[src/rtl/l2_pkg.sv]
// l2 cache shared definitions
// geometry, controller state encoding and the two address views
`default_nettype none

package l2_pkg;

    localparam int addr_w      = 32;
    localparam int tag_w       = 17;
    localparam int index_w     = 9;
    localparam int word_sel_w  = 2;
    localparam int byte_w      = 4;
    localparam int num_ways    = 4;
    localparam int way_w       = 2;
    localparam int word_w      = 128;
    localparam int line_w      = 512;
    localparam int line_addr_w = 26;
    localparam int plru_w      = 3;

    // one byte address, seen either as lookup fields or as a line address
    typedef union packed {
        struct packed {
            logic [tag_w-1:0]      tag;
            logic [index_w-1:0]    index;
            logic [word_sel_w-1:0] word;
            logic [byte_w-1:0]     byte_off;
        } lookup;
        struct packed {
            logic [line_addr_w-1:0] line_addr;
            logic [5:0]             low;    // word and byte bits
        } line;
    } l2_addr_u;

    typedef enum logic [2:0] {
        st_idle       = 3'd0,
        st_lookup     = 3'd1,
        st_compare    = 3'd2,
        st_write_back = 3'd3,
        st_fill       = 3'd4,
        st_respond    = 3'd5
    } l2_state_e;

endpackage

`default_nettype wire

[src/rtl/l2_way_select.sv]
// l2 way select
// tag compare across four ways and victim choice, invalid way first then plru tree
`timescale 1ns/1ns
`default_nettype none

module l2_way_select (
    input  wire l2_pkg::l2_addr_u                          addr,
    input  wire [l2_pkg::num_ways-1:0][l2_pkg::tag_w-1:0]  tags,
    input  wire [l2_pkg::num_ways-1:0]                     valids,
    input  wire [l2_pkg::num_ways-1:0]                     dirtys,
    input  wire [l2_pkg::plru_w-1:0]                       plru,
    output logic                                           hit,
    output logic [l2_pkg::way_w-1:0]                       hit_way,
    output logic [l2_pkg::way_w-1:0]                       victim_way,
    output logic                                           victim_dirty,
    output logic [l2_pkg::tag_w-1:0]                       victim_tag
);
    import l2_pkg::*;

    always_comb begin
        hit        = 1'b0;
        hit_way    = '0;
        victim_way = '0;
        // walk downwards so the lowest way wins
        for (int w = num_ways - 1; w >= 0; w--) begin
            if (valids[w] && tags[w] == addr.lookup.tag) begin
                hit     = 1'b1;
                hit_way = way_w'(w);
            end
            if (!valids[w]) begin
                victim_way = way_w'(w);
            end
        end
        if (&valids) begin
            victim_way = plru[0] ? {1'b1, plru[2]} : {1'b0, plru[1]};
        end
    end

    assign victim_dirty = dirtys[victim_way];
    assign victim_tag   = tags[victim_way];

endmodule

`default_nettype wire

[config.mk]
export PLATFORM = sky130hd
export DESIGN_NAME = l2_way_select
export DESIGN_NICKNAME = d
export VERILOG_FILES = /design/src/rtl/l2_pkg.sv /design/src/rtl/l2_way_select.sv
export SDC_FILE = /design/constraint.sdc
export NUM_CORES = 1
export LEC_CHECK = 0
export BUFFER_PORTS_ARGS = -buffer_cell sky130_fd_sc_hd__buf_2
export CORE_ASPECT_RATIO = 0.8
export CORE_UTILIZATION = 38
export DETAILED_ROUTE_END_ITERATION = 8
export GPL_ROUTABILITY_DRIVEN = 0
export PLACE_DENSITY_LB_ADDON = 0.05
export SLEW_MARGIN = 10
export SYNTH_ARGS = -nofsm -noshare
export SYNTH_HDL_FRONTEND = slang
export SYNTH_SLANG_ARGS = --single-unit
export TNS_END_PERCENT = 1
[constraint.sdc]
create_clock -name vclk -period 2.1
set_clock_uncertainty 0.2 [all_clocks]
set_input_delay 0.21 -clock vclk [all_inputs]
set_output_delay 0.21 -clock vclk [all_outputs]
set_load 0.05 [all_outputs]
==> flow_metrics.tcl <==
set metrics [dict create \
    crit_path_max_incr_delay_ps 580 \
    layout-drive-gt1-share_pct 60.3 \
    critPathKind "input pin to output port" \
    synth_cell_types 22 \
    place.port_buffers 119 \
    syn_to_final_growth_pct 68.5 \
    core_area_sq_mm 0.00320 \
    maxSlewViolCount 0 \
    final_cells 302 \
    dieHeight_microns 54.6 \
    dr_wl_met3_microns 251 \
    worstPathCellList "buf_2 > inv_1 > o311a_1 > buf_12 > mux4_1 > buf_2" \
    final_area_sq_mm 0.00221 \
    vias 1538 \
    highest_layer "met3" \
    yosys_warnings 0 \
    first_iter_violations 33 \
    rsz0062_at_grt "yes" \
    pin_count 134 \
    fin_util_pct 69.2 \
    required_ps 1690 \
    worst-path-buf-inv 4 \
    floorplan.initialDensity_pct 41.0 \
    whs_path_depth 3 \
    peakVddDrop_uv 149 \
    route.met2.wl_microns 2060 \
    ant_nets 0 \
    critPathLaunchType "input pin" \
    crit_fanout 19 \
    slew_headroom_pct 78.6 \
    cp_slowest_cell "mux4_1" \
    drv_cap 0 \
    die-area_sq_mm 0.00369 \
    die_x_microns 67.7 \
    fin_total_pwr_w 0.000613 \
    antenna_found_initial 0 \
    crit_arrival_ps 1640 \
    synth_area_sq_mm 0.00131 \
    pwr_density_cell_mw_per_mm2 277 \
    gr-total-overflow 0 \
    hold_viol_final 0 \
    rows 18 \
    nNetsFinal 375 \
    p_leak_nw 0.988 \
    hp-class "input pin to output port" \
    wl_per_cell_microns 14.3 \
    grt.total_usage_pct 21.8 \
    post-route-drc-count 0 \
    firstDrtPassIters 4 \
    crit_path_frequent_cell "buf_2" \
    status "finished, final reports clean" \
    setup_viol 0 \
    period_minus_slack_ps 2050 \
    yosysTopAreaCellShare_pct 30.7 \
    avgSynthCellArea_sq_um 10.2 \
    nFlopsAndLatches 0 \
    seqCellArea_sq_um 0 \
    timing.final.crit_share_pct 97.8 \
    dp_hpwl_microns 3760 \
    met1_length_microns 2000 \
    dpl.cell_count 302 \
    ys_seq_area_share_pct 0 \
    grt_pass1_wl_microns 5890 \
    ctsHoldBuffers 0 \
    syn-num-nets 240 \
    wirelength_microns 4310 \
    grt_max_degree 20 \
    cpLargestDelayFamily "buffers and inverters" \
    synthCells 129 \
    placed_area_sq_mm 0.00208 \
    worst_slew_pin_slew_ps 319 \
    worst_setup_path_end_kind "output port" \
    n_antenna_cell 0 \
    clkbuf_count 0 \
    fmax_ghz 0.487 \
    viasPerCell 5.09 \
    yosysTopAreaCell "xnor2_1" \
    synth_area_leaders "xnor2_1 (31%), mux4_1 (20%), xor2_1 (15%), mux4_2 (14%), nand4_1 (5.2%)" \
    grt_pass1_vias 1313 \
    path_depth 6 \
]
cell families after synthesis:
family,Yosys count,share of synthesized area (%)
XOR/XNOR,68,45.4
AND/OR/NAND/NOR,28,12.5
multiplexers,19,34.5
buffers and inverters,8,4.19
AO/OA/AOI/OAI,6,3.43
tightest hold or removal path: stages:
cell    delay [ps]
buf_2           70
mux4_1         190
buf_2          250
cell usage after synthesis (all sizes together):
| cell type | n |
|---|---|
| a221oi | 1 |
| o311a | 1 |
| nor3 | 4 |
| xnor2 | 46 |
| nand4b | 1 |
| nand3 | 3 |
| o211ai | 1 |
| mux4 | 18 |
| inv | 4 |
| buf | 3 |
| clkbuf | 1 |
| a21oi | 2 |
| nand2 | 2 |
| nor4 | 6 |
| o21ai | 1 |
| mux2i | 1 |
| or2 | 1 |
| nand4 | 11 |
| xor2 | 22 |
cell type report:
| cell class | count | area [sq um] |
|---|---|---|
| inverter | 4 | 15.0 |
| fill | 268 | 986 |
| tap | 40 | 50.0 |
| timing repair buffer | 137 | 796 |
| multi-input combinational | 121 | 1350 |
what timing repair did:
item,in CTS,in global routing
pin swaps,0,14
resized for setup,4,24
cloned,0,0
endpoints found under the setup margin,3,4
setup buffers,0,0
metal layers:
metal / vias up / GRT usage (%)
li1: 766 / -
met1: 708 / 31.9
met2: 64 / 37.6
met3: 0 / 0.833
met4: 0 / 0
met5: - / 0
report_power, final:
group          total, W  internal, W  switching, W
combinational  0.000613     0.000265      0.000348
clock                 0            0             0
sequential            0            0             0
worst paths after layout:
path	startpoint	end	slack, ps
max	valids[3]	victim_tag[0]	50
min	dirtys[2]	victim_dirty	740
metrics by stage:
stage	hold WS (ps)	setup TNS, ps	worst slack (ps)
after floorplan	571	-79.9	-79.9
after global placement	733	-86.1	-86.1
after detailed placement	740	-123	-115
after CTS	740	-1.13	-1.13
after global routing	784	-106	-59.7
final	739	0	45.4
cells in the final DEF (no fill, tap or decap), types with 3 or more instances in the layout:
master / n
mux4_1: 10
buf_6: 6
xnor2_1: 46
buf_2: 110
nand4_1: 11
xor2_1: 19
nor4_2: 4
mux4_2: 8
nand3_1: 3
buf_4: 17
inv_1: 4
(Power assumes the default switching activity.)
