**src/rtl/l2_pkg.sv**
```systemverilog
// l2 cache shared definitions
// geometry, controller state encoding and the two address views
`default_nettype none

package l2_pkg;

    localparam int addr_w      = 32;
    localparam int tag_w       = 17;
    localparam int index_w     = 9;
    localparam int word_sel_w  = 2;
    localparam int byte_w      = 4;
    localparam int num_ways    = 4;
    localparam int way_w       = 2;
    localparam int word_w      = 128;
    localparam int line_w      = 512;
    localparam int line_addr_w = 26;
    localparam int plru_w      = 3;

    // one byte address, seen either as lookup fields or as a line address
    typedef union packed {
        struct packed {
            logic [tag_w-1:0]      tag;
            logic [index_w-1:0]    index;
            logic [word_sel_w-1:0] word;
            logic [byte_w-1:0]     byte_off;
        } lookup;
        struct packed {
            logic [line_addr_w-1:0] line_addr;
            logic [5:0]             low;    // word and byte bits
        } line;
    } l2_addr_u;

    typedef enum logic [2:0] {
        st_idle       = 3'd0,
        st_lookup     = 3'd1,
        st_compare    = 3'd2,
        st_write_back = 3'd3,
        st_fill       = 3'd4,
        st_respond    = 3'd5
    } l2_state_e;

endpackage

`default_nettype wire

```
**src/rtl/l2_req_arbiter.sv**
```systemverilog
// l2 request arbiter
// holds one request from the instruction or data port, instruction port first,
// and steers the acknowledge back to whoever asked
`timescale 1ns/1ns
`default_nettype none

module l2_req_arbiter (
    input  wire                          clk,
    input  wire                          rst,
    input  wire                          ic_req,
    input  wire [l2_pkg::addr_w-1:0]     ic_addr,
    input  wire                          dc_req,
    input  wire                          dc_we,
    input  wire [l2_pkg::addr_w-1:0]     dc_addr,
    input  wire [l2_pkg::word_w-1:0]     dc_wd,
    input  wire                          accept,
    input  wire                          resp_valid,
    output logic                         req_valid,
    output l2_pkg::l2_addr_u             req_addr,
    output logic                         req_we,
    output logic [l2_pkg::word_w-1:0]    req_wd,
    output logic                         ic_ack,
    output logic                         dc_ack
);

    logic full;     // a request is held
    logic taken;    // fsm has started on it
    logic src_ic;

    always_ff @(posedge clk) begin
        if (rst) begin
            full  <= 1'b0;
            taken <= 1'b0;
        end else if (resp_valid) begin
            full  <= 1'b0;
            taken <= 1'b0;
        end else begin
            if (!full && (ic_req || dc_req)) begin
                full <= 1'b1;
            end
            if (accept) begin
                taken <= 1'b1;
            end
        end
    end

    // payload follows the ports until captured
    always_ff @(posedge clk) begin
        if (!full) begin
            src_ic   <= ic_req;
            req_addr <= ic_req ? ic_addr : dc_addr;
            req_we   <= !ic_req && dc_we;   // instruction port never writes
            req_wd   <= dc_wd;
        end
    end

    assign req_valid = full && !taken;
    assign ic_ack    = resp_valid && src_ic;
    assign dc_ack    = resp_valid && !src_ic;

endmodule

`default_nettype wire

```
**config.mk**
```make
export PLATFORM = sky130hd
export DESIGN_NAME = l2_req_arbiter
export DESIGN_NICKNAME = d
export VERILOG_FILES = /design/src/rtl/l2_pkg.sv /design/src/rtl/l2_req_arbiter.sv
export SDC_FILE = /design/constraint.sdc
export NUM_CORES = 1
export LEC_CHECK = 0
export BUFFER_PORTS_ARGS = -buffer_cell sky130_fd_sc_hd__buf_2
export CAP_MARGIN = 40
export CELL_PAD_IN_SITES_DETAIL_PLACEMENT = 1
export CELL_PAD_IN_SITES_GLOBAL_PLACEMENT = 2
export CORE_MARGIN = 2
export CORE_UTILIZATION = 27
export CTS_CLUSTER_DIAMETER = 40
export DETAILED_ROUTE_END_ITERATION = 16
export PLACE_DENSITY_LB_ADDON = 0.1
export SYNTH_ARGS = -nofsm -noshare
export SYNTH_HDL_FRONTEND = slang
export SYNTH_SLANG_ARGS = --single-unit
```
**constraint.sdc**
```tcl
create_clock -name clk -period 4.9 [get_ports clk]
set_clock_uncertainty 0.1 [all_clocks]
set_input_delay 0.245 -clock clk [delete_from_list [all_inputs] [get_ports clk]]
set_output_delay 0.245 -clock clk [all_outputs]
set_load 0.02 [all_outputs]
```
==> flow_summary.json <==
{
  "status": "finished, final reports clean",
  "synth_top_area_share_pct": 88.7,
  "drt_iter0_drc": 119,
  "yosysWarnings": 0,
  "hpwl_mm": 12.7,
  "coreArea_mm2": 0.0201,
  "min-delay-start": "ic_addr[0]",
  "cts_sinks": 164,
  "postCtsHoldBufs": 144,
  "drt_wl_total_mm": 18.1,
  "peakVddDrop_uv": 220,
  "cts_resized": 0,
  "drive_above_1_share_pct": 57.1,
  "critPathRequiredTime_ns": 4.85,
  "syn_inst": 209,
  "layout_common_cells": "362 x buf_2, 162 x edfxtp_1, 146 x dlygate4sd3_1, 28 x mux2_4, 17 x clkbuf_16",
  "r2r-start": "full$_SDFFE_PP0P_",
  "postSynthAreaPerCell_um2": 26.3,
  "drtPass1Iterations": 4,
  "fmax_ghz": 0.497,
  "final_min_period_over_clock_period_pct": 41.1,
  "syn_area_mm2": 0.00549,
  "pin_count": 363,
  "fin_total_pwr_w": 0.00341,
  "post_drt_wl_per_cell_um": 17.7,
  "cp_max_fo": 67,
  "synth_area_leaders": "edfxtp_1 89%, mux2_4 7.7%, buf_12 1.1%, mux2_2 0.82%, dfxtp_1 0.73%",
  "holdCritPathClass": "in -> reg",
  "ys_types": 11,
  "antenna_found_initial": 4,
  "finalWeightedCongestion": 0.781,
  "endpoint_kind": "flop",
  "h-tree-depth": 4,
  "yosysTopAreaCell": "edfxtp_1",
  "dieArea_mm2": 0.0215,
  "cts_setup_buffers": 0,
  "cts_tree": "done",
  "leakage_nw": 4.27,
  "io_buffers": 362,
  "p_per_area_mw_per_mm2": 354,
  "rows": 52,
  "startpoint_type": "flop",
  "synth_nets": 408,
  "worst_pin_slew_ns": 0.541,
  "nets": 935,
  "final_common_cell": "buf_2",
  "start_util_pct": 27.3,
  "numCtsBuffers": 17,
  "insertion_delay_ns": 0.42,
  "die_y_um": 147,
  "clk_pin_slew_worst_paths_ns": 0.07,
  "drtAntennaViolNets": 0,
  "critPathKind": "reg -> reg",
  "setup-tns-final_ns": 0,
  "grt_pass1_vias": 4514,
  "cts_max_path_buffers": 2,
  "syn2layout_area_growth_pct": 75.6,
  "fp.dieW_um": 147,
  "rsz0062_at_grt": "no",
  "r2r_slack_ns": 2.89,
  "viasPerCell": 4.02,
  "drc": 0,
  "root_buffer": "clkbuf_16",
  "critPathLaunch": "full$_SDFFE_PP0P_",
  "via_count": 4112,
  "slew_viol_final": 0,
  "slew_headroom_pct": 63.9,
  "grt_start_max_net_pins": 68,
  "worst_ep_arrival_time_ns": 1.97,
  "grt_pass1_wl_mm": 26.9,
  "track_usage_pct": 16.8,
  "synth.yosys.seq_area_share_pct": 89.4,
  "grt_overflow": 0,
  "finalSetupViolCount": 0,
  "finalHoldViolCount": 0,
  "period_minus_slack_ns": 2.01,
  "maxCapViolations": 0,
  "ys_seq_elements": 164
}
power breakdown:
group / total, W / internal (W) / switching [W] / leakage (nW)
sequential: 0.00169 / 0.00166 / 0.0000251 / 1.68
clock: 0.00123 / 0.000656 / 0.000571 / 0.250
combinational: 0.000500 / 0.000232 / 0.000267 / 2.33
total: 0.00341 / 0.00255 / 0.000863 / 4.27
synthesized netlist by cell type:
cell and number:
inv_1 1, edfxtp_1 162, nor2_1 2, mux2_4 28, mux2_2 4, nor2b_1 2, nor3_1 3, and2_1 1
buf_6 1, dfxtp_1 2, buf_12 3
routing by layer:
metal / track usage, % / share of wire (%)
met2: 29.5 / 52
met3: 7.03 / 9.0
met4: 6.26 / 1.9
met1: 18.2 / 37
met5: 0 / 0.089
sequential cells by signal, indices dropped and copies added (netlist names):
| signal | cells |
|---|---|
| req_addr | 32 |
| taken | 1 |
| req_wd | 128 |
| full | 1 |
| src_ic | 1 |
| req_we | 1 |
layout make-up:
class	count	area, um2
inverters	1	8.76
repair buffers	512	3340
diodes	3	7.51
clock buffers	19	433
well taps	270	338
flip-flops and latches	164	4900
clock inverters	13	103
fillers	2104	10500
multi-input cells	40	507
path summary, 6_finish.rpt:
path	end	depth (start not counted)
worst min register to register	full$_SDFFE_PP0P_	2
worst min-delay path	req_addr[0]$_DFFE_PN_	2
worst max register to register	req_wd[108]$_DFFE_PN_	3
worst max-delay path	req_wd[108]$_DFFE_PN_	3
kinds of logic (layout without fill, tap and decap cells):
| group | Yosys count | in the layout | share of synthesized area (%) |
|---|---|---|---|
| DFF | 164 | 164 | 89.4 |
| muxes | 32 | 32 | 8.48 |
| and+or+nand+nor | 8 | 8 | 0.753 |
| buffers and inverters | 5 | 545 | 1.37 |
| other | 0 | 3 | 0 |
through the flow:
step                hold WS, ns  setup slack, ns  cell area [um2]  utilization, %  std cells
CTS                     0.00132             2.85             9610            47.8       1017
detailed placement        0.323             2.86             7630            38.0        841
global route           0.000264             2.74             9640            47.9       1022
finish                   0.0230             2.89             9640            47.9       1022
floorplan                 0.222            0.464             5490               -        209
global placement          0.321             2.81             7580            37.7        839
critical path, stage by stage (launching register included):
cell     delay [ns]
dfxtp_1        0.35
inv_6          0.24
buf_16         0.36
buf_4          0.54
Power figures use the tool's default switching activity.
